`config.mk`:
```
export PLATFORM = sky130hd
export DESIGN_NAME = result_collector
export DESIGN_NICKNAME = d
export VERILOG_FILES = /design/src/source/matmul_pkg.sv /design/src/source/result_collector.sv
export SDC_FILE = /design/constraint.sdc
export NUM_CORES = 1
export LEC_CHECK = 0
export BUFFER_PORTS_ARGS = -buffer_cell sky130_fd_sc_hd__buf_2
export CAP_MARGIN = 10
export CORE_MARGIN = 1.5
export CORE_UTILIZATION = 64
export CTS_CLUSTER_DIAMETER = 60
export DETAILED_ROUTE_END_ITERATION = 7
export MAX_ROUTING_LAYER = met4
export PLACE_DENSITY_LB_ADDON = 0.08
export SLEW_MARGIN = 25
export SYNTH_ARGS = -nofsm -noshare
export SYNTH_HDL_FRONTEND = slang
export SYNTH_SLANG_ARGS = --single-unit
```
`constraint.sdc`:
```
create_clock -name clk -period 4.55 [get_ports clk]
set_input_delay 0.91 -clock clk [delete_from_list [all_inputs] [get_ports clk]]
set_output_delay 0.91 -clock clk [all_outputs]
set_load 0.01 [all_outputs]
```
`src/source/matmul_pkg.sv`:
```
`default_nettype none

package matmul_pkg;

    // Array geometry and element format
    localparam int ARRAY_N    = 4;
    localparam int DATA_WIDTH = 16;
    localparam int ADDR_WIDTH = 13;

    // External memory behaviour
    localparam int MEM_LATENCY    = 2;
    localparam int BYTES_PER_BEAT = 2;
    localparam int TOTAL_ELEMS    = ARRAY_N * ARRAY_N;

    // Weight load of N cycles followed by 2N-1 cycles of skewed input
    localparam int FEED_CYCLES = 3 * ARRAY_N - 1;

    // Signed element, wraps on overflow
    typedef logic signed [DATA_WIDTH-1:0] elem_t;

    // Row-major index into an N x N matrix
    typedef logic [$clog2(TOTAL_ELEMS)-1:0] elem_idx_t;

    typedef logic [ADDR_WIDTH-1:0] addr_t;

    // Counter widths
    typedef logic [$clog2(MEM_LATENCY+1)-1:0] lat_cnt_t;
    typedef logic [$clog2(FEED_CYCLES)-1:0] phase_t;
    typedef logic [$clog2(ARRAY_N+1)-1:0] row_ptr_t;

endpackage

`default_nettype wire

```
`src/source/result_collector.sv`:
```
`default_nettype none

module result_collector import matmul_pkg::*; (
    input  logic               clk,
    input  logic               rst,
    input  logic               clear,
    input  elem_t              col_sum [ARRAY_N],
    input  logic [ARRAY_N-1:0] col_valid,
    input  elem_idx_t          rd_idx,
    output elem_t              rd_data,
    output logic               all_captured
);

    elem_t              res_buf [TOTAL_ELEMS];
    row_ptr_t           row_ptr [ARRAY_N];
    logic [ARRAY_N-1:0] col_full;
    logic [ARRAY_N-1:0] take;

    for (genvar c = 0; c < ARRAY_N; c++) begin : g_col
        assign col_full[c] = (row_ptr[c] == row_ptr_t'(ARRAY_N));
        assign take[c]     = col_valid[c] && !col_full[c];
    end

    // One output row pointer per column
    always_ff @(posedge clk or posedge rst) begin
        if (rst) begin
            for (int c = 0; c < ARRAY_N; c++) begin
                row_ptr[c] <= '0;
            end
        end else begin
            for (int c = 0; c < ARRAY_N; c++) begin
                if (clear) begin
                    row_ptr[c] <= '0;
                end else if (take[c]) begin
                    row_ptr[c] <= row_ptr[c] + 1'b1;
                end
            end
        end
    end

    // Results land row-major at (pointer, column)
    always_ff @(posedge clk) begin
        for (int c = 0; c < ARRAY_N; c++) begin
            if (take[c]) begin
                res_buf[elem_idx_t'(int'(row_ptr[c]) * ARRAY_N + c)] <= col_sum[c];
            end
        end
    end

    assign rd_data      = res_buf[rd_idx];
    assign all_captured = &col_full;

endmodule

`default_nettype wire

```
==> out/qor.yml <==
sta:
  period_share_pct: 78.50
  slew_violations: 0
  skew_ns: 0.01088
  max_freq_mhz: 280.0
  setup_viol: 0
  grt_setup_unrepaired: "false"
  whs_ns: 0.3991
  fin_ws_ns: 0.9783
  hold_viol_final: 0
  tightest_slew_ns: 1.066
  slew_headroom_pct: 28.93
  layout_min_cycle_time_ns: 3.572
  fin_setup_tns_ns: 0
clock_tree:
  cts_max_path_buffers: 3
  clk_latency_ns: 0.52
  path_clk_slew_ns: 0.06
  h-tree-depth: 1
  postCtsSetupBuffers: 0
  cts_tree: "yes"
  clock-sinks: 268
  cts_buffers: 26
  ctsHoldBuffers: 0
  cts-resized-gates: 0
  cts_root_buffer: "clkbuf_16"
placed_design:
  placed_area_sq_um: 11250
  pre_cts_slack_ns: 0.9603
  globalplace.congestion: 0.8028
  numPortBuffers: 91
  placedCellCount: 788
  dp_hpwl_um: 13450
synth:
  seq_area_frac_synth_pct: 76.06
  yosysMostFrequentCell: "edfxtp_1"
  ys_top_cells_by_count: "edfxtp_1, mux4_2, a22oi_1, nand2_1"
  synth.area.top_cells: "edfxtp_1, mux4_2, dfrtp_1, mux4_1, a22oi_1"
  synth_top_area_share_pct: 73.20
  avgSynthCellArea_sq_um: 21.48
  synthCells: 489
  synth_area_sq_um: 10500
  synth_cell_types: 26
  syn_nets: 580
  synth_seq_cells: 268
  synthFlopType: "edfxtp_1"
  synth_largest_area_cell: "edfxtp_1"
  synth_edf_count: 256
  yosysWarnings: 0
  async_flop_share_pct: 4.478
worst_setup_path:
  start_kind: "input port"
  cp_num_buf_inv: 3
  cpMostUsedCell: "buf_4"
  crit_chain: "buf_4 -> buf_4 -> mux4_1 -> a22oi_1 -> nand2_1 -> buf_2"
  critPathSlowestCell: "mux4_1"
  r2r-start: "row_ptr[0]"
  r2r_slack_ns: 2.31
  cp_max_fo: 23
  critical_path_arrival_ns: 2.66
  crit_start: "rd_idx[0]"
  crit_type: "input port to output port"
  critical_path.top_delay_family: "buffers and inverters"
  cp.required_ns: 3.64
  critPathMaxStageDelay_ns: 0.58
  r2r_cells: 5
  r2r-end: "res_buf[3][8]"
  end_kind: "output port"
die:
  ios: 92
  die_height_um: 131.1
  die_area_sq_um: 17190
  core_sq_um: 15940
  start_util_pct: 65.87
  fp-row-count: 46
  die_w_um: 131.1
route:
  routed_wl_um: 23010
  drt-wirelength-per-cell_um: 27.52
  ant_nets: 0
  via_per_inst: 6.366
  drt_iter0_markers: 486
  via_count: 5322
  drc: 0
  dr.pass1.iters: 5
final_layout:
  finalNetCount: 691
  diodes: 0
  multi_input_area_sq_um: 2354
  fillCellCount: 913
  drive_gt1_share_pct: 34.03
  fin_util_pct: 75.92
  seq_area_sq_um: 7988
  instances_no_fill: 836
  area_delta_synth_final_pct: 15.26
  final_cell_area_sq_um: 12100
pwr:
  powerDensity_nw_per_um2: 445.9
  leakagePower_nw: 4.260
  vdd_drop_max_uv: 457.6
  fin_total_pwr_mw: 5.397
grt:
  grtUsageTotal_pct: 29.06
  grt_pass1_vias: 5390
  antenna_found_initial: 0
  grt_max_degree: 44
  grt_remaining_overflow: 0
  grt_pass1_wl_um: 33130
flow_run:
  cap_violations: 0
hold_path:
  min-delay-path-class: "input port to async pin"
status:
  outcome: "complete, no violations"
==> final cells by class <==
type	instances	share of cell area, %
Tap cell	216	2.233
Sequential cell	268	65.99
Clock buffer	29	5.644
Inverter	13	0.4031
Multi-Input combinational cell	186	19.44
Timing Repair Buffer	105	4.858
Clock inverter	19	1.427
==> layout by cell type (no fill, tap or decap), types with 7 or more instances in the layout <==
cell         n
buf_2       90
ha_1        16
inv_1       13
nand2_1     20
buf_4       13
and2_1       7
and2_2       9
a22oi_1     32
dfrtp_1     12
clkbuf_16   27
clkinv_1     8
mux4_1      10
edfxtp_1   256
mux4_2      54
nor2_1       8
==> worst max-delay path by stage <==
stage	end	slack [ns]	cells after the start
2_1_floorplan	rd_data[13]	1.60	5
3_3_place_gp	rd_data[8]	0.97	6
3_5_place_dp	rd_data[8]	0.96	6
4_1_cts	rd_data[8]	0.96	6
5_1_grt	rd_data[8]	0.83	6
6_report	rd_data[8]	0.98	6
==> worst reg2reg max path, stage by stage (launching register included) <==
cell,delay [ns]
dfrtp_1,0.40
inv_1,0.10
ha_1,0.24
a21boi_0,0.44
and2_1,0.36
buf_4,0.36
==> cell families after synthesis <==
logic type,share of synthesized area [%]
flip-flops,76.06
multiplexers,14.37
AND/OR/NAND/NOR,2.466
AO/OA/AOI/OAI,3.288
buffers and inverters,1.656
adder cells (fa/ha/maj),1.906
XOR/XNOR,0.2503
==> per-layer routing <==
layer / track usage (%) / vias to the layer above / share of wire [%]
li1: - / 2254 / -
met1: 39.09 / 2727 / 38
met2: 47.61 / 295 / 51
met3: 4.748 / 46 / 8.1
met4: 7.434 / 0 / 2.5
met5: - / - / 0
==> report_power, final <==
group          internal [mW]  switching [mW]  leakage [nW]  total, mW
registers               2.83          0.0340          2.51       2.86
logic                  0.161           0.241          1.33      0.402
clock network           1.25           0.880         0.420       2.13
==> sequential cells by signal, summed over array words and instances, names as in the netlist <==
name	cells
row_ptr	12
res_buf	256
No activity file was read; power rests on OpenSTA's default activity.
