**src/source/matmul_pkg.sv**
```systemverilog
`default_nettype none

package matmul_pkg;

    // Array geometry and element format
    localparam int ARRAY_N    = 4;
    localparam int DATA_WIDTH = 16;
    localparam int ADDR_WIDTH = 13;

    // External memory behaviour
    localparam int MEM_LATENCY    = 2;
    localparam int BYTES_PER_BEAT = 2;
    localparam int TOTAL_ELEMS    = ARRAY_N * ARRAY_N;

    // Weight load of N cycles followed by 2N-1 cycles of skewed input
    localparam int FEED_CYCLES = 3 * ARRAY_N - 1;

    // Signed element, wraps on overflow
    typedef logic signed [DATA_WIDTH-1:0] elem_t;

    // Row-major index into an N x N matrix
    typedef logic [$clog2(TOTAL_ELEMS)-1:0] elem_idx_t;

    typedef logic [ADDR_WIDTH-1:0] addr_t;

    // Counter widths
    typedef logic [$clog2(MEM_LATENCY+1)-1:0] lat_cnt_t;
    typedef logic [$clog2(FEED_CYCLES)-1:0] phase_t;
    typedef logic [$clog2(ARRAY_N+1)-1:0] row_ptr_t;

endpackage

`default_nettype wire

```
**src/source/matmul_ifs.sv**
```systemverilog
`default_nettype none

// Buffer writes and schedule start, sequencer to feeder
interface operand_load_if import matmul_pkg::*; ();
    logic      wr_w;
    logic      wr_x;
    elem_idx_t wr_idx;
    elem_t     wr_data;
    logic      run;
    logic      run_done;

    modport sequencer (
        output wr_w, wr_x, wr_idx, wr_data, run,
        input  run_done
    );

    modport feeder (
        input  wr_w, wr_x, wr_idx, wr_data, run,
        output run_done
    );
endinterface


`default_nettype wire

```
**src/source/mem_sequencer.sv**
```systemverilog
`default_nettype none

module mem_sequencer import matmul_pkg::*; (
    input  logic              clk,
    input  logic              rst,
    input  logic              start,
    output logic              done,
    input  addr_t             base_addr_w,
    input  addr_t             base_addr_x,
    input  addr_t             base_addr_out,
    output addr_t             mem_req_addr,
    output elem_t             mem_req_data,
    input  elem_t             mem_resp_data,
    output logic              mem_read_en,
    output logic              mem_write_en,
    output logic              clear,
    output elem_idx_t         rd_idx,
    input  elem_t             rd_data,
    input  logic              all_captured,
    operand_load_if.sequencer load
);

    typedef enum logic [3:0] {
        S_IDLE,
        S_LOAD_W_REQ,
        S_LOAD_W_WAIT,
        S_LOAD_X_REQ,
        S_LOAD_X_WAIT,
        S_RUN,
        S_CAPTURE,
        S_STORE_REQ,
        S_STORE_WAIT,
        S_DONE
    } state_t;

    state_t    state;
    addr_t     base_w_q;
    addr_t     base_x_q;
    addr_t     base_out_q;
    elem_idx_t beat;
    lat_cnt_t  lat_timer;
    logic      run_seen;
    addr_t     beat_offset;
    logic      lat_expired;
    logic      last_beat;

    assign beat_offset = addr_t'(beat) * addr_t'(BYTES_PER_BEAT);
    assign lat_expired = (lat_timer == lat_cnt_t'(MEM_LATENCY - 1));
    assign last_beat   = (beat == elem_idx_t'(TOTAL_ELEMS - 1));

    // Store phase reads the result buffer at the current beat
    assign rd_idx = beat;

    always_ff @(posedge clk or posedge rst) begin
        if (rst) begin
            state        <= S_IDLE;
            base_w_q     <= '0;
            base_x_q     <= '0;
            base_out_q   <= '0;
            beat         <= '0;
            lat_timer    <= '0;
            run_seen     <= 1'b0;
            done         <= 1'b0;
            mem_req_addr <= '0;
            mem_req_data <= '0;
            mem_read_en  <= 1'b0;
            mem_write_en <= 1'b0;
            clear        <= 1'b0;
            load.wr_w    <= 1'b0;
            load.wr_x    <= 1'b0;
            load.wr_idx  <= '0;
            load.wr_data <= '0;
            load.run     <= 1'b0;
        end else begin
            // Strobes and request outputs default low
            done         <= 1'b0;
            mem_req_addr <= '0;
            mem_req_data <= '0;
            mem_read_en  <= 1'b0;
            mem_write_en <= 1'b0;
            clear        <= 1'b0;
            load.wr_w    <= 1'b0;
            load.wr_x    <= 1'b0;
            load.run     <= 1'b0;

            if (load.run_done) begin
                run_seen <= 1'b1;
            end

            case (state)
                S_IDLE: begin
                    if (start) begin
                        base_w_q   <= base_addr_w;
                        base_x_q   <= base_addr_x;
                        base_out_q <= base_addr_out;
                        beat       <= '0;
                        run_seen   <= 1'b0;
                        clear      <= 1'b1;
                        state      <= S_LOAD_W_REQ;
                    end
                end
                S_LOAD_W_REQ: begin
                    mem_req_addr <= base_w_q + beat_offset;
                    mem_read_en  <= 1'b1;
                    lat_timer    <= '0;
                    state        <= S_LOAD_W_WAIT;
                end
                S_LOAD_W_WAIT: begin
                    if (lat_expired) begin
                        load.wr_w    <= 1'b1;
                        load.wr_idx  <= beat;
                        load.wr_data <= mem_resp_data;
                        // Beat wraps to zero after the last element
                        beat         <= beat + 1'b1;
                        state        <= last_beat ? S_LOAD_X_REQ : S_LOAD_W_REQ;
                    end else begin
                        lat_timer <= lat_timer + 1'b1;
                    end
                end
                S_LOAD_X_REQ: begin
                    mem_req_addr <= base_x_q + beat_offset;
                    mem_read_en  <= 1'b1;
                    lat_timer    <= '0;
                    state        <= S_LOAD_X_WAIT;
                end
                S_LOAD_X_WAIT: begin
                    if (lat_expired) begin
                        load.wr_x    <= 1'b1;
                        load.wr_idx  <= beat;
                        load.wr_data <= mem_resp_data;
                        beat         <= beat + 1'b1;
                        state        <= last_beat ? S_RUN : S_LOAD_X_REQ;
                    end else begin
                        lat_timer <= lat_timer + 1'b1;
                    end
                end
                S_RUN: begin
                    load.run <= 1'b1;
                    state    <= S_CAPTURE;
                end
                S_CAPTURE: begin
                    // Feed schedule finished and every column has N results
                    if ((run_seen || load.run_done) && all_captured) begin
                        state <= S_STORE_REQ;
                    end
                end
                S_STORE_REQ: begin
                    mem_req_addr <= base_out_q + beat_offset;
                    mem_req_data <= rd_data;
                    mem_write_en <= 1'b1;
                    lat_timer    <= '0;
                    state        <= S_STORE_WAIT;
                end
                S_STORE_WAIT: begin
                    if (lat_expired) begin
                        beat  <= beat + 1'b1;
                        state <= last_beat ? S_DONE : S_STORE_REQ;
                    end else begin
                        lat_timer <= lat_timer + 1'b1;
                    end
                end
                S_DONE: begin
                    done  <= 1'b1;
                    state <= S_IDLE;
                end
                default: begin
                    state <= S_IDLE;
                end
            endcase
        end
    end

endmodule

`default_nettype wire

```
**src/flat_wrapper.sv**
```systemverilog
// flat-port wrapper written by rule: the top's interface ports become plain ports
module mem_sequencer_flat import matmul_pkg::*;
  (clk, rst, start, done, base_addr_w, base_addr_x, base_addr_out, mem_req_addr, mem_req_data, mem_resp_data, mem_read_en, mem_write_en, clear, rd_idx, rd_data, all_captured, load_wr_w, load_wr_x, load_wr_idx, load_wr_data, load_run, load_run_done);
  operand_load_if load_i ();
  input  logic clk;
  input  logic rst;
  input  logic start;
  output logic done;
  input  addr_t base_addr_w;
  input  addr_t base_addr_x;
  input  addr_t base_addr_out;
  output addr_t mem_req_addr;
  output elem_t mem_req_data;
  input  elem_t mem_resp_data;
  output logic mem_read_en;
  output logic mem_write_en;
  output logic clear;
  output elem_idx_t rd_idx;
  input  elem_t rd_data;
  input  logic all_captured;
  output wire logic [$bits(load_i.wr_w)-1:0] load_wr_w;
  output wire logic [$bits(load_i.wr_x)-1:0] load_wr_x;
  output wire logic [$bits(load_i.wr_idx)-1:0] load_wr_idx;
  output wire logic [$bits(load_i.wr_data)-1:0] load_wr_data;
  output wire logic [$bits(load_i.run)-1:0] load_run;
  input wire logic [$bits(load_i.run_done)-1:0] load_run_done;
  assign load_wr_w = load_i.wr_w;
  assign load_wr_x = load_i.wr_x;
  assign load_wr_idx = load_i.wr_idx;
  assign load_wr_data = load_i.wr_data;
  assign load_run = load_i.run;
  assign load_i.run_done = load_run_done;
  mem_sequencer u_core (.clk(clk), .rst(rst), .start(start), .done(done), .base_addr_w(base_addr_w), .base_addr_x(base_addr_x), .base_addr_out(base_addr_out), .mem_req_addr(mem_req_addr), .mem_req_data(mem_req_data), .mem_resp_data(mem_resp_data), .mem_read_en(mem_read_en), .mem_write_en(mem_write_en), .clear(clear), .rd_idx(rd_idx), .rd_data(rd_data), .all_captured(all_captured), .load(load_i));
endmodule
```
**config.mk**
```make
export PLATFORM = sky130hd
export DESIGN_NAME = mem_sequencer_flat
export DESIGN_NICKNAME = d
export VERILOG_FILES = /design/src/source/matmul_pkg.sv /design/src/source/matmul_ifs.sv /design/src/source/mem_sequencer.sv /design/src/flat_wrapper.sv
export SDC_FILE = /design/constraint.sdc
export NUM_CORES = 1
export LEC_CHECK = 0
export BUFFER_PORTS_ARGS = -buffer_cell sky130_fd_sc_hd__buf_4
export CORE_MARGIN = 2
export CORE_UTILIZATION = 52
export DETAILED_ROUTE_END_ITERATION = 10
export PLACE_DENSITY = 0.89
export SLEW_MARGIN = 30
export SYNTH_ARGS = -nofsm -noshare
export SYNTH_HDL_FRONTEND = slang
export SYNTH_SLANG_ARGS = --single-unit
```
**constraint.sdc**
```tcl
create_clock -name clk -period 4.4 [get_ports clk]
set_input_delay 0.66 -clock clk [delete_from_list [all_inputs] [get_ports clk]]
set_output_delay 0.66 -clock clk [all_outputs]
set_load 0.005 [all_outputs]
```
==> summary.md <==
| Metric | Value |
|---|---|
| Status | finished clean |
| Crit-path max FO | 21 |
| Initial antenna violation count | 0 |
| Synth Flop Type | dfrtp_1 |
| Setup ws final | between 1 and 1.5 ns |
| Via/cell ratio | 5.30 |
| Fraction of layout cells with a size suffix above 1 | 0.316 |
| Post-DRT Antenna Nets | 0 |
| Biggest area consumer among synthesized cells | dfrtp_1 |
| Async set-reset flop share out of synthesis | 1.00 |
| Final Util | 0.684 |
| Overall routing resource usage | 0.218 |
| Sequential area share after synthesis | 0.560 |
| Longest Clk Path Bufs | 2 |
| Final setup violation count | 0 |
| Switch share | 0.367 |
| Clk root buf | clkbuf_8 |
| Clock-pin slew on the worst setup and hold paths | around 0.10 ns |
| I/O Buffers | about 140 |
| Worst-skew pair later-pin latency | 0.37 ns |
| Mapped Cells | roughly 460 |
| Die Y | 99.5 um |
| Maximum vdd drop | 0.000271 V |
| Post-CTS Setup Inserts | 0 |
| Pre-CTS WS | 1.46 ns |
| GPL Wtd Cong | 0.897 |
| Final period utilization | 0.691 |
| Die ar. | 9890 um2 |
| Top-count cell post-synth | nand2_1 |
| Crit start category | flip-flop |
| Vias in the first global route | 3,743 |
| Top-area cell type share of the netlist area | 0.560 |
| # nets final | roughly 670 |
| ANT cells | 0 |
| Post-DR wirelength/cell | 14.8 um |
| Tmin final | 3.04 ns |
| Num CTS Buffers | 9 |
| WP data required | 4.68 ns |
| Max Fclk | around 330 MHz |
| Flop pwr share | 0.438 |
| Synth Area in Adders | 0.0201 |
| PD cells | 611 nW/um2 |
| Synth Area in Compound Gates | 0.0805 |
| Iter 0 DRT Violations | 180 |
| Final Max Tran Viols | 0 |
| Hold slack | 0.402 ns |
| RSZ-0062 raised after global routing | false |
| Critical Path Max Stage Delay | ~0.73 ns |
| Synth Area in Simple Gates | 0.194 |
| First-pass GRT wire length | roughly 17 mm |
| Core area | 8760 um2 |
| Post-Route Setup TNS | 0 ns |
| Mux cell area share after synthesis | 0.0900 |
| Worst Setup End Kind | flip-flop |
| Number of synthesized register bits | 106 |
| Worst-Margin Slew | 0.838 ns |
| Post-CTS Hold Buffers | 0 |
| Clock power frac | 0.165 |
| Fraction of synthesized cell area in xor and xnor cells | 0.0203 |
| Clock sinks | around 110 |
| Starting Density | 0.541 |
| CP max stage cell | dfrtp_1 |
| CTS tree | done |
| Std-Cell Rows | 34 |
| Max_cap viols | 0 |
| Min-Delay Path Class | in -> async |
| Internal power | 2320 uW |
| Clock skew | 0.0120 ns |
| Largest net degree at the start of global routing | slightly above 80 |
| Worst Path Arrival | 3.32 ns |
| Synthesis-to-layout area growth | 26.5% |
| H-tree depth | 3 |
| Slew margin rel. | 0.439 |
| Crit-path cells | nand3b_1 -> buf_4 -> o21ai_0 -> ha_1 -> inv_1 -> fa_1 -> nor2b_1 -> o21a_1 -> o221ai_1 -> xor2_1 -> o22ai_1 |
| NetSw | between 1000 and 1500 uW |
| YS warnings | 0 |
| DP HPWL | about 7.8 mm |
| Placed instance count | 686 |
| Leakage | 0.00309 uW |
| Via count | 3,720 |
| Synth cell types | 54 |
| Syn_nets | about 550 |
| Remaining Overflow, GRT | 0 |
| Post-synth EDFFs | 0 |
| Cell Area, Synth | around 4700 um2 |
| Syn avg cell area | 10.3 um2 |
| Setup CP Type | reg -> reg |
| Finished Layout Cells | 702 |
| Largest family of logic cells by synthesized area | simple AND/OR/NAND/NOR gates |
| # resized after CTS | 0 |
| IO Count | 136 |
| # DRC | 0 |
| Commonest cells post-synth | 133 x nand2_1, 106 x dfrtp_1, 22 x mux2_2 |
| Logic pwr share | 0.397 |
| Final Hold Vio Count | 0 |
| Total Wirelength | 10.4 mm |
| Synth top area cells | dfrtp_1 56%, nand2_1 11%, mux2_2 5.2%, mux2i_1 3.2%, and2_1 2.4% |
| Chip width | just under 100 um |
| Drt pass-1 iters | 6 |
-- path summary, 6_finish.rpt --
check	cells past startpoint	from	slack [ns]	to
setup reg to reg	11	u_core.state[0]	1.36	u_core.mem_req_addr[9]
hold / removal	2	rst	0.40	u_core.state[0]
min in group clk	3	base_addr_w[10]	0.47	u_core.base_w_q[10]
max in group asynchronous	3	rst	3.19	u_core.base_w_q[3]
setup / recovery	11	u_core.state[0]	1.36	u_core.mem_req_addr[9]
hold reg to reg	2	u_core.base_x_q[10]	0.48	u_core.base_x_q[10]
-- power groups by stage --
stage	Combinational [uW]	Clock, uW	Sequential [uW]
6_report	1450	603	1600
5_1_grt	1640	656	1650
4_1_cts	1470	615	1600
3_5_place_dp	1460	0	1620
3_3_place_gp	1400	0	1600
2_1_floorplan	1050	0	1510
-- worst max-delay path: cells and delay by family (launching register included) --
family,cells,cell delay (ns)
xor+xnor,1,0.21
buf+inv,2,0.29
simple gates,2,0.36
flops,1,0.73
fa+ha+maj,2,0.59
compound gates,4,0.76
-- flip-flops by register name, summed over array words and instances, names as in the netlist --
| signal | count |
|---|---|
| u_core.mem_req_data | 16 |
| u_core.base_w_q | 13 |
| u_core.state | 4 |
| u_core.base_x_q | 13 |
| u_core.mem_write_en | 1 |
| u_core.mem_read_en | 1 |
| u_core.load.wr_data | 16 |
| u_core.rd_idx | 4 |
| u_core.load.wr_idx | 4 |
| u_core.mem_req_addr | 13 |
| u_core.load.run | 1 |
| u_core.run_seen | 1 |
| u_core.base_out_q | 13 |
| u_core.lat_timer | 2 |
| u_core.done | 1 |
| u_core.load.wr_x | 1 |
| u_core.clear | 1 |
| u_core.load.wr_w | 1 |
-- stage by stage --
step	cell area, um2	power (uW)
final	6000	3660
after global routing	6000	3940
after CTS	5990	3680
after detailed placement	5790	3080
after global placement	5790	2990
after floorplan	4740	2560
-- kinds of logic after synthesis --
group / after synthesis
buffers and inverters: 35
adder cells (fa/ha/maj): 7
flip-flops: 106
XOR/XNOR: 11
multiplexers: 39
AND/OR/NAND/NOR: 206
AO/OA/AOI/OAI: 58
-- cell type report --
cell class | instances | area (um2)
Clock inverter | 7 | 76.3
Timing Repair Buffer | 138 | 1040
Inverter | 13 | 53.8
Sequential cell | 106 | 2650
Clock buffer | 9 | 124
Tap cell | 108 | 135
Multi-Input combinational cell | 321 | 1920
Fill cell | 690 | 2770
-- per-layer routing --
layer  GRT usage  up-vias  part of all wire
met4      0.0906        0             0.030
met3      0.0485       26             0.070
met2       0.345      160              0.47
li1            -     1792                 -
met1       0.295     1742              0.43
met5           0        -                 0
-- placed cells by master (no fill, tap or decap), types with 3 or more instances in the layout --
cell type | Yosys | final
inv_1 | 12 | 11
mux2_2 | 22 | 22
a21o_1 | 4 | 4
inv_6 | 0 | 3
nor3_1 | 4 | 4
xnor2_1 | 6 | 6
nor2_1 | 18 | 18
clkbuf_8 | 0 | 9
ha_1 | 6 | 6
o22ai_1 | 8 | 8
xor2_1 | 5 | 5
nor2b_1 | 4 | 4
a21oi_1 | 9 | 9
mux2i_1 | 15 | 15
nand2_1 | 133 | 133
o31ai_1 | 3 | 3
buf_4 | 3 | 138
nand2b_1 | 7 | 7
and3_1 | 3 | 3
and2_1 | 18 | 18
dfrtp_1 | 106 | 105
o21ai_0 | 16 | 16
nand3_1 | 8 | 8
Note: power is estimated with default switching activity, not from simulation.
