===== src/source/matmul_pkg.sv =====
`default_nettype none

package matmul_pkg;

    // Array geometry and element format
    localparam int ARRAY_N    = 4;
    localparam int DATA_WIDTH = 16;
    localparam int ADDR_WIDTH = 13;

    // External memory behaviour
    localparam int MEM_LATENCY    = 2;
    localparam int BYTES_PER_BEAT = 2;
    localparam int TOTAL_ELEMS    = ARRAY_N * ARRAY_N;

    // Weight load of N cycles followed by 2N-1 cycles of skewed input
    localparam int FEED_CYCLES = 3 * ARRAY_N - 1;

    // Signed element, wraps on overflow
    typedef logic signed [DATA_WIDTH-1:0] elem_t;

    // Row-major index into an N x N matrix
    typedef logic [$clog2(TOTAL_ELEMS)-1:0] elem_idx_t;

    typedef logic [ADDR_WIDTH-1:0] addr_t;

    // Counter widths
    typedef logic [$clog2(MEM_LATENCY+1)-1:0] lat_cnt_t;
    typedef logic [$clog2(FEED_CYCLES)-1:0] phase_t;
    typedef logic [$clog2(ARRAY_N+1)-1:0] row_ptr_t;

endpackage

`default_nettype wire


===== src/source/matmul_ifs.sv =====
`default_nettype none

// Buffer writes and schedule start, sequencer to feeder
interface operand_load_if import matmul_pkg::*; ();
    logic      wr_w;
    logic      wr_x;
    elem_idx_t wr_idx;
    elem_t     wr_data;
    logic      run;
    logic      run_done;

    modport sequencer (
        output wr_w, wr_x, wr_idx, wr_data, run,
        input  run_done
    );

    modport feeder (
        input  wr_w, wr_x, wr_idx, wr_data, run,
        output run_done
    );
endinterface

// Top and left edge streams into the systolic array
interface array_feed_if import matmul_pkg::*; ();
    logic               w_load;
    elem_t              w_in [ARRAY_N];
    elem_t              x_in [ARRAY_N];
    logic [ARRAY_N-1:0] x_valid;

    modport feeder (
        output w_load, w_in, x_in, x_valid
    );

    modport array (
        input  w_load, w_in, x_in, x_valid
    );
endinterface

`default_nettype wire


===== src/source/operand_feeder.sv =====
`default_nettype none

module operand_feeder import matmul_pkg::*; (
    input  logic           clk,
    input  logic           rst,
    operand_load_if.feeder load,
    array_feed_if.feeder   feed
);

    elem_t  w_buf [TOTAL_ELEMS];
    elem_t  x_buf [TOTAL_ELEMS];
    logic   active;
    phase_t phase;
    logic   loading;
    phase_t step;

    // Operand buffers, filled one element per strobe
    always_ff @(posedge clk) begin
        if (load.wr_w) begin
            w_buf[load.wr_idx] <= load.wr_data;
        end
        if (load.wr_x) begin
            x_buf[load.wr_idx] <= load.wr_data;
        end
    end

    always_ff @(posedge clk or posedge rst) begin
        if (rst) begin
            active        <= 1'b0;
            phase         <= '0;
            load.run_done <= 1'b0;
        end else begin
            load.run_done <= 1'b0;
            if (load.run) begin
                active <= 1'b1;
                phase  <= '0;
            end else if (active) begin
                if (phase == phase_t'(FEED_CYCLES - 1)) begin
                    active        <= 1'b0;
                    load.run_done <= 1'b1;
                end
                phase <= phase + 1'b1;
            end
        end
    end

    // First N phases shift weights, the rest stream X
    assign loading     = active && (phase < phase_t'(ARRAY_N));
    assign step        = phase - phase_t'(ARRAY_N);
    assign feed.w_load = loading;

    // Bottom weight row enters first so row k settles in PE row k
    always_comb begin
        for (int c = 0; c < ARRAY_N; c++) begin
            if (loading) begin
                feed.w_in[c] = w_buf[elem_idx_t'((ARRAY_N - 1 - int'(phase)) * ARRAY_N + c)];
            end else begin
                feed.w_in[c] = '0;
            end
        end
    end

    // Row k carries column k of X, delayed by k cycles
    always_comb begin
        int row;
        for (int k = 0; k < ARRAY_N; k++) begin
            row = int'(step) - k;
            if (active && !loading && row >= 0 && row < ARRAY_N) begin
                feed.x_valid[k] = 1'b1;
                feed.x_in[k]    = x_buf[elem_idx_t'(row * ARRAY_N + k)];
            end else begin
                feed.x_valid[k] = 1'b0;
                feed.x_in[k]    = '0;
            end
        end
    end

endmodule

`default_nettype wire


===== src/flat_wrapper.sv =====
// flat-port wrapper written by rule: the top's interface ports become plain ports
module operand_feeder_flat import matmul_pkg::*;
  (clk, rst, load_wr_w, load_wr_x, load_wr_idx, load_wr_data, load_run, load_run_done, feed_w_load, feed_w_in, feed_x_in, feed_x_valid);
  operand_load_if load_i ();
  array_feed_if feed_i ();
  input  logic clk;
  input  logic rst;
  input wire logic [$bits(load_i.wr_w)-1:0] load_wr_w;
  input wire logic [$bits(load_i.wr_x)-1:0] load_wr_x;
  input wire logic [$bits(load_i.wr_idx)-1:0] load_wr_idx;
  input wire logic [$bits(load_i.wr_data)-1:0] load_wr_data;
  input wire logic [$bits(load_i.run)-1:0] load_run;
  output wire logic [$bits(load_i.run_done)-1:0] load_run_done;
  output wire logic [$bits(feed_i.w_load)-1:0] feed_w_load;
  output wire logic [$bits(feed_i.w_in)-1:0] feed_w_in;
  output wire logic [$bits(feed_i.x_in)-1:0] feed_x_in;
  output wire logic [$bits(feed_i.x_valid)-1:0] feed_x_valid;
  assign load_i.wr_w = load_wr_w;
  assign load_i.wr_x = load_wr_x;
  assign load_i.wr_idx = load_wr_idx;
  assign load_i.wr_data = load_wr_data;
  assign load_i.run = load_run;
  assign load_run_done = load_i.run_done;
  assign feed_w_load = feed_i.w_load;
  assign feed_w_in = {>>{feed_i.w_in}};
  assign feed_x_in = {>>{feed_i.x_in}};
  assign feed_x_valid = feed_i.x_valid;
  operand_feeder u_core (.clk(clk), .rst(rst), .load(load_i), .feed(feed_i));
endmodule

===== config.mk =====
export PLATFORM = sky130hd
export DESIGN_NAME = operand_feeder_flat
export DESIGN_NICKNAME = d
export VERILOG_FILES = /design/src/source/matmul_pkg.sv /design/src/source/matmul_ifs.sv /design/src/source/operand_feeder.sv /design/src/flat_wrapper.sv
export SDC_FILE = /design/constraint.sdc
export NUM_CORES = 1
export LEC_CHECK = 0
export BUFFER_PORTS_ARGS = -buffer_cell sky130_fd_sc_hd__clkbuf_2
export CORE_MARGIN = 5
export CORE_UTILIZATION = 59
export DETAILED_ROUTE_END_ITERATION = 12
export PLACE_DENSITY = 0.76
export SYNTH_ARGS = -nofsm -noshare
export SYNTH_HDL_FRONTEND = slang
export SYNTH_SLANG_ARGS = --single-unit

===== constraint.sdc =====
create_clock -name clk -period 2.8 [get_ports clk]
set_clock_uncertainty 0.1 [all_clocks]
set_input_delay 0 -clock clk [delete_from_list [all_inputs] [get_ports clk]]
set_output_delay 0 -clock clk [all_outputs]
set_load 0.05 [all_outputs]

==> impl_results.md, run 1 <==
- Root Buffer: clkbuf_16
- Sw Share: between 20% and 30%
- GRT Util Overall: around 22%
- Startpoint types: flop
- Drt drc: 0
- Drt wl/cell: 25.9 um
- Worst reg2reg path startpoint: u_core.phase[1]
- Final Cycle Share: a little over nine tenths
- Share of cells above drive strength 1: roughly 40%
- Num Clock Sinks: just over 500
- Final slew viol count: 0
- Final core utilization: 72.0%
- Die Y: slightly below 200 um
- CTS tree: done
- Leading area contributor after synthesis: edfxtp_1
- Max clock buf depth: 3
- Reg power frac: around 52%
- Gate power share: 11.1%
- Max Cap Viol: 0
- R2r setup slk: ~1100 ps
- Status: finished clean
- Maximum vdd drop: roughly 0.65 mV
- Critical path cell sequence: inv_1, ha_4, xor2_1, o2111ai_2, buf_2, nor2b_2, buf_12
- FFs w/ async S/R, synth: roughly 1.2%
- Slowest stage delay, CP: about 430 ps
- Area share of the largest cell type after synthesis: between 70% and 80%
- Post-Synthesis Cells: a little over 900
- Switching power: 3990 uW
- Starting Density: between 50 and 60%
- Gpl congestion: approximately 0.76
- Crit Path Max Fanout: 8
- Slowest stage cell, crit path: dfrtp_2
- Count leader, synth: edfxtp_1
- Cell-internal power: between 10000 and 15000 uW
- Leak: 0.00800 uW
- Hold Slack: 74.6 ps
- Worst rel slew slack: around two fifths
- Crit path launch: u_core.phase[2]
- Top-level I/O count: between 150 and 200
- Required time of the critical path: roughly 2700 ps
- FMAX: roughly 370 MHz
- Final setup violation count: 0
- Full die area: ~0.038 sq mm
- FF+latch count, synth: roughly 520
- Vias in the first global route: about 9900
- P&R area growth vs syn: 20.2%
- Detail Route Antenna Nets: 0
- Ys Warns: 0
- Fin nets: ~1200
- Die width: 194 um
- Clock slew at reported path FFs: around 60 ps
- Largest net degree at the start of global routing: ~100
- Library cells used by synthesis: 29
- Row count: 67
- Routed via count: a little under 10000
- Setup crit end kind: output pin
- CTS Buf Count: ~50
- Clk pwr share: 37.3%
- Hpwl dp: 23.9 mm
- H-tree depth: 2
- Tmin final: ~2700 ps
- Vias per cell: 6.01
- WL final: 42.1 mm
- Later-pin clock latency in the skew report: between 500 and 600 ps
- Primary FF master, synth: edfxtp_1
- Power Total: between 15000 and 20000 uW
- Drt initial violations: about 740
- CP Data Arrival Time: around 2600 ps
- GR Overflow Total: 0
- Slew @ Worst Pin: 875 ps
- Global-route wire length before repair: around 63 mm
- Synthesized area: between 0.02 and 0.025 sq mm
- Antenna violations before repair: 3
- Core footprint: 0.0335 sq mm
- EDFF count, synth: 512
- Top cells by area, synth: edfxtp_1 77%, mux4_2 14%, and2_1 2.1%
- Hold Path Origin: load_wr_idx[3]
- TritonRoute pass-1 iters: 5
- Power per cell area: 701 mW/mm^2
- Syn_nets: 952
- Hold crit path type: in2reg
- Syn Area/Cell: around 22 sq um
- RSZ-0062 raised after global routing: true
- Sequential area share after synthesis: 77.3%
- CP Class: reg2out
- Port buffer count: between 150 and 200
- Synth cell count leaders: 512 x edfxtp_1, 128 x mux4_2, 66 x and2_1
- Hold Vio Cnt, Final: 0
timing repair:
item / in CTS / in global routing
gates cloned: 0 / 1
setup buffers: 6 / 3
endpoints found under the hold margin: 12 / 0
hold buffers: 3 / 0
pin swaps: 0 / 2
setup endpoints to repair: 70 / 52
gates resized for setup: 29 / 11
metal layers:
layer / track usage (%) / wire (um) / up-vias
met5: 0 / 13 / -
met4: 4.14 / 704 / 2
met3: 4.17 / 3290 / 57
met2: 36.5 / 21500 / 422
met1: 32.5 / 16600 / 5120
li1: - / - / 4166
critical path, delay by kind of cell (launching register included):
| kind | cells | cell delay [ps] |
|---|---|---|
| AO/OA/AOI/OAI | 1 | 260 |
| adder cells (fa/ha/maj) | 1 | 260 |
| AND/OR/NAND/NOR | 1 | 240 |
| flip-flops | 1 | 430 |
| buffers and inverters | 3 | 640 |
| XOR/XNOR | 1 | 240 |
path summary, 6_finish.rpt:
path,end,cells past startpoint
worst max register to register,u_core.load.run_done,4
max in group asynchronous,u_core.phase[0],4
worst min-delay path,u_core.w_buf[13][7],4
worst max-delay path,feed_x_in[16],7
worst min register to register,u_core.phase[1],2
min in group asynchronous,u_core.active,4
cells by family after synthesis:
logic type	Yosys count	share of synthesized area [%]
xor+xnor	6	0.262
buf+inv	58	1.66
mux	129	14.4
simple gates	192	5.56
flops	518	77.3
compound gates	6	0.224
fa+ha+maj	9	0.561
cell usage in the layout (no fill, tap or decap), types with 3 or more instances in the layout:
| master | instances |
|---|---|
| buf_12 | 49 |
| inv_1 | 8 |
| nand3_1 | 3 |
| clkbuf_1 | 5 |
| bufinv_16 | 3 |
| nor2b_1 | 9 |
| and3_1 | 16 |
| xnor2_1 | 3 |
| ha_1 | 8 |
| buf_4 | 46 |
| mux4_2 | 128 |
| nor3b_2 | 28 |
| nand2_1 | 10 |
| inv_6 | 3 |
| clkinv_1 | 19 |
| clkbuf_16 | 51 |
| nor2_1 | 39 |
| clkbuf_2 | 114 |
| and2_1 | 65 |
| dlygate4sd3_1 | 3 |
| nor3b_4 | 5 |
| clkinv_2 | 10 |
| nor2b_2 | 9 |
| edfxtp_1 | 512 |
| dfrtp_1 | 3 |
layout make-up:
type / count / area, sq um
tap: 448 / 561
sequential: 518 / 15500
timing repair buffer: 216 / 1960
clock inverter: 36 / 246
fill: 1984 / 9390
clock buffer: 56 / 1290
inverter: 8 / 30.0
antenna: 2 / 5.00
multi-input combinational: 342 / 4510
power groups by stage:
| stage | Clock (uW) | Sequential, uW | Combinational [uW] |
|---|---|---|---|
| finish | 6310 | 8740 | 1870 |
| global route | 6780 | 8740 | 1980 |
| CTS | 6420 | 8740 | 1870 |
| detailed placement | 0 | 8900 | 1820 |
| global placement | 0 | 8890 | 1800 |
| floorplan | 0 | 8870 | 1290 |
state kept, by name, indices dropped and copies added, names as in the netlist:
signal / cells
u_core.active: 1
u_core.load.run_done: 1
u_core.phase: 4
u_core.w_buf: 256
u_core.x_buf: 256
through the flow:
stage,TNS [ps],setup WS (ps),std cells,instance area (sq um)
floorplan,-3910,-389,918,20200
global placement,0,483,1519,22300
detailed placement,0,367,1519,22300
CTS,0,6.29,1620,24000
global route,-7.60,-3.73,1624,24100
finish,0,71.3,1626,24100
No activity file was read; power rests on OpenSTA's default activity.
==> run 2, diff against run 1 <==
CORE_UTILIZATION = 60   (was 59)
CTS_BUF_LIST = sky130_fd_sc_hd__clkbuf_8   (was unset)
PLACE_DENSITY = 0.77   (was 0.76)
SETUP_SLACK_MARGIN = 0.2   (was unset)
==> run 2 against run 1 <==
Utilization increased by 1.8 points. Fmax increased by 7.1%. Die area shrank 1.6%. Non-clock buffer count up 5. Global-route usage is 1.2 points higher. Combinational power is 9% higher. Highest routed layer unchanged.
==> impl_results.md, run 2 (synthesis gave the netlist of run 1 again) <==
- P&R area growth vs syn: 22.3%
- Top-level I/O count: between 150 and 200
- Hpwl dp: ~24 mm
- Clock slew at reported path FFs: 70 ps
- Global-route wire length before repair: 63.3 mm
- Critical path cell sequence: buf_4, buf_16, mux4_2, nor3b_4, buf_12
- CTS tree: done
- Slew @ Worst Pin: between 800 and 900 ps
- Placed inst area: 0.0225 sq mm
- Hold Vio Cnt, Final: 0
- GRT Util Overall: about a quarter
- Final slew viol count: 0
- Final setup violation count: 0
- Hold crit path type: in2reg
- Setup Total Neg Slack: 0 ps
- Vias per cell: 5.91
- Hold Slack: slightly below 50 ps
- Max clock buf depth: 3
- Slowest stage cell, crit path: mux4_2
- Detail Route Antenna Nets: 0
- Root Buffer: clkbuf_8
- Routed via count: roughly 9900
- Share of cells above drive strength 1: roughly two fifths
- Slowest stage delay, CP: between 500 and 600 ps
- CTS Buf Count: slightly below 80
- Port buffer count: ~160
- Drt initial violations: between 900 and 1000
- Top flop regs: u_core.w_buf x256, u_core.x_buf x256, u_core.phase x4
- Drt drc: 0
- Finished Cell Area: 0.0246 sq mm
- Leak: about 0.0084 uW
- CP Data Arrival Time: between 2000 and 2500 ps
- Tmin final: 2550 ps
- Later-pin clock latency in the skew report: 600 ps
- Crit Path Max Fanout: 16
- Power Total: approximately 16000 uW
- DR WL met2: 22.3 mm
- Power per cell area: between 600 and 700 mW/mm^2
- Fin nets: 1203
- Largest net degree at the start of global routing: between 90 and 100
- Core footprint: roughly 0.033 sq mm
- FMAX: between 300 and 400 MHz
- Most frequent cells in the layout: 512 x edfxtp_1, 128 x mux4_2, 91 x clkbuf_2
- Die Y: slightly below 200 um
- Vias in the first global route: about 10000
- Num Clock Sinks: about 520
- Starting Density: roughly three fifths
- RSZ-0062 raised after global routing: true
- Startpoint types: flop
- TritonRoute pass-1 iters: 5
- GR Overflow Total: 0
- H-tree depth: 3
- Gpl congestion: between 0.7 and 0.8
- Maximum vdd drop: around 0.50 mV
- Top sig layer: met5
- Worst path top cell family by delay: buffers and inverters
- CP bufs+invs: 3
- Routed wl met3: roughly 2.9 mm
- Full die area: 0.0372 sq mm
- Commonest non-fill, non-tap cell in the layout: edfxtp_1
- Status: finished clean
- WL final: between 40 and 50 mm
- Max Cap Viol: 0
- Met1 wire length: roughly 17 mm
- Antenna violations before repair: 4
- Row count: 67
- Final Cycle Share: between 90% and 100%
- Worst rel slew slack: 42.6%
- CP Class: reg2out
- Die width: a little under 200 um
- Drt wl/cell: about 26 um
- Required time of the critical path: between 2000 and 3000 ps
- Final core utilization: approximately three quarters
- Setup crit end kind: output pin
==> run 2: area by class of cell <==
cell class	count	area, sq um
clock buffer	82	1130
antenna	2	5.00
inverter	8	30.0
tap	448	561
multi-input combinational	342	4720
sequential	518	15500
clock inverter	58	322
timing repair buffer	221	2260
fill	1866	8720
==> run 2: routing by layer <==
layer | global-route usage (%) | up-vias
met4 | 5.86 | 4
met2 | 39.3 | 427
met5 | 0 | -
met3 | 4.30 | 57
li1 | - | 4241
met1 | 32.8 | 5196
==> run 2: path summary, 6_finish.rpt <==
kind,startpoint,cells after the start,end,slack [ps]
max,u_core.phase[0],5,feed_x_in[9],250
min,load_wr_idx[3],4,u_core.w_buf[13][1],50
max reg2reg,u_core.phase[1],4,u_core.load.run_done,1210
min reg2reg,u_core.active,1,u_core.active,630
max in group asynchronous,rst,4,u_core.phase[0],2010
min in group asynchronous,rst,4,u_core.active,370
==> run 2: metrics by stage <==
| step | worst slack, ps | std cells |
|---|---|---|
| detailed placement | 503 | 1519 |
| CTS | 198 | 1674 |
| finish | 252 | 1679 |
| floorplan | -203 | 918 |
| global route | 167 | 1679 |
| global placement | 534 | 1519 |
==> run 2: timing repair <==
| action | 4_1_cts | 5_1_grt |
|---|---|---|
| pin swaps | 1 | 2 |
| endpoints found under the hold margin | 124 | 0 |
| cloned | 3 | 3 |
| hold buffers | 6 | 0 |
| gates resized for setup | 53 | 43 |
| setup buffers | 6 | 0 |
| endpoints found under the setup margin | 132 | 117 |
==> run 2: tightest hold or removal path: stages <==
cell	delay (ps)
clkbuf_2	120
nand3_1	170
nor2_1	60
buf_4	210
==> run 2: report_power, final <==
group	internal (uW)	switching, uW
clock network	2930	2780
registers	8690	49.6
logic	743	1290
total	12400	4120
==> run 3, diff against run 2 <==
==> constraint.sdc (replaced) <==
create_clock -name clk -period 2.92 [get_ports clk]
set_clock_uncertainty 0.1 [all_clocks]
set_input_delay 0.146 -clock clk [delete_from_list [all_inputs] [get_ports clk]]
set_output_delay 0.146 -clock clk [all_outputs]
set_load 0.05 [all_outputs]
==> run 3 against run 2 <==
Cell count grew 1.1%. Design area increased by 0.90%. Register-to-register slack improved by 190 ps. Clock power shrank 4.9%. Hold slack gained 88 ps. Power down 3.7%. Setup slack worse by 45 ps. Sequential power is 4.1% lower. Combinational power about the same. Die area unchanged.
==> impl_results.md, run 3 (synthesis gave the netlist of run 1 again) <==
- Hold Vio Cnt, Final: 0
- Port buffer count: approximately 160
- Fin nets: about 1200
- Antenna violations before repair: 1
- Final worst slack: between 200 and 250 ps
- Commonest non-fill, non-tap cell in the layout: edfxtp_1
- Worst reg-to-reg path cell count: 5
- Required time of the critical path: between 2000 and 3000 ps
- Drt wl/cell: roughly 26 um
- Cell-internal power: between 10000 and 15000 uW
- Multi-input gate area in the final layout: around 0.0047 sq mm
- Share of cells above drive strength 1: between 40% and 50%
- Routed via count: ~10000
- Drt initial violations: roughly 930
- Drt drc: 0
- Root Buffer: clkbuf_8
- Startpoint types: flop
- Setup crit end kind: output pin
- Later-pin clock latency in the skew report: roughly 600 ps
- Top-level I/O count: 159
- Hpwl dp: around 24 mm
- Final slew viol count: 0
- CTS tree: done
- Setup Total Neg Slack: 0 ps
- Min-Delay Path Depth: 4
- Switching power: between 4000 and 5000 uW
- Largest net degree at the start of global routing: 95
- Worst rel slew slack: ~45%
- Fill cell count: around 1900
- Num Clock Sinks: roughly 520
- Core footprint: around 0.033 sq mm
- Top flop regs: u_core.w_buf x256, u_core.x_buf x256, u_core.phase x4
- Vias in the first global route: 10400
- Gate power share: 12.9%
- Final Cycle Share: approximately 93%
- Max Cap Viol: 0
- Reg2reg end: u_core.phase[3]
- Final setup violation count: 0
- R2r setup slk: ~1400 ps
- FMAX: around 370 MHz
- Die Y: 193 um
- Reg power frac: 52.8%
- Die width: ~190 um
- H-tree depth: 3
- CP Data Arrival Time: about 2500 ps
- CP Class: reg2out
- P&R area growth vs syn: 23.4%
- Detail Route Antenna Nets: 0
- Storage cell area: approximately 0.016 sq mm
- Hold crit path type: in2reg
- Most frequent cells in the layout: 512 x edfxtp_1, 128 x mux4_2, 92 x clkbuf_2
- TritonRoute pass-1 iters: 5
- Vias per cell: 5.96
- Maximum vdd drop: ~0.46 mV
- Clock slew at reported path FFs: 60 ps
- Sw Share: around a quarter
- Crit Path Max Fanout: 13
- GRT Util Overall: between 20% and 30%
- Hold Slack: 137 ps
- WL final: around 45 mm
- Hold EP: u_core.x_buf[10][12]
- CTS Buf Count: a little under 80
- Max clock buf depth: 3
- Row count: 67
- Slew @ Worst Pin: 832 ps
- Status: finished clean
- Full die area: around 0.037 sq mm
- Global-route wire length before repair: roughly 64 mm
- Hold Path Origin: load_wr_x
- Leak: ~0.0085 uW
- Clk pwr share: between 30 and 40%
- GR Overflow Total: 0
- Worst reg2reg path startpoint: u_core.phase[0]
- Power per cell area: between 600 and 700 mW/mm^2
- Starting Density: between 60% and 70%
- Gpl congestion: approximately 0.76
- Tmin final: between 2000 and 3000 ps
- RSZ-0062 raised after global routing: true
- Pre-CTS setup slack: about 280 ps
## run 3: cell types whose count changed in the layout (fill, tap and decap cells not counted), moves of 4 or more
cell and delta:
clkinv_2 -8, clkinv_1 -8, buf_2 +8, nor2b_2 +7, clkbuf_4 -6, clkbuf_16 +4
nor2b_4 -7, inv_1 +11, buf_4 +12, buf_6 +5
## run 3: worst max path at each step
stage                          startpoint             to  slack (ps)
after floorplan           u_core.phase[1]  feed_x_in[24]          30
after global placement    u_core.phase[2]  feed_x_in[47]         410
after detailed placement  u_core.phase[2]  feed_x_in[35]         280
after CTS                 u_core.phase[0]  feed_w_in[37]         150
after global routing      u_core.phase[0]  feed_w_in[23]         120
final                     u_core.phase[0]  feed_w_in[23]         210
## run 3: metal layers
metal  vias up  track usage, %  part of all wire (%)
met3        58            3.96                   7.4
met1      5316            32.6                    39
met2       454            39.5                    52
met4         0            6.29                   1.7
li1       4299               -                     -
met5         -               0                     0
## run 3: power groups by stage
stage	Combinational, uW	Clock [uW]	Sequential, uW
finish	2050	5430	8380
global route	2160	5910	8380
CTS	1950	5500	8380
detailed placement	1830	0	8540
global placement	1810	0	8520
floorplan	1300	0	8510
## run 3: metrics by stage
| step | utilization [%] | cell area, sq um | total power, uW | cells |
|---|---|---|---|---|
| floorplan | - | 20400 | 9810 | 918 |
| finish | 74.5 | 24800 | 15900 | 1698 |
| CTS | 73.2 | 24400 | 15800 | 1678 |
| global route | 74.5 | 24800 | 16500 | 1698 |
| detailed placement | 67.7 | 22500 | 10400 | 1521 |
| global placement | 67.7 | 22500 | 10300 | 1521 |
## run 3: worst max-delay path, cell delays in order (launching register included)
cell and delay, ps:
dfrtp_4 490, buf_4 210, buf_16 190, mux4_2 550, and2_1 180, clkbuf_2 230
## run 3: cell type report
cell class              count  share of cell area, %
flip-flops and latches    518                   62.7
multi-input cells         342                   19.1
well taps                 448                   2.26
inverters                   8                  0.131
repair buffers            244                   10.1
clock buffers              82                   4.55
diodes                      1                 0.0101
clock inverters            55                   1.18
## run 3: timing repair
item	in CTS	in global routing
gates cloned	3	9
hold endpoints to repair	12	0
pin swaps	12	10
gates resized for setup	44	52
setup buffers	14	10
endpoints found under the setup margin	131	127
hold buffers	3	0
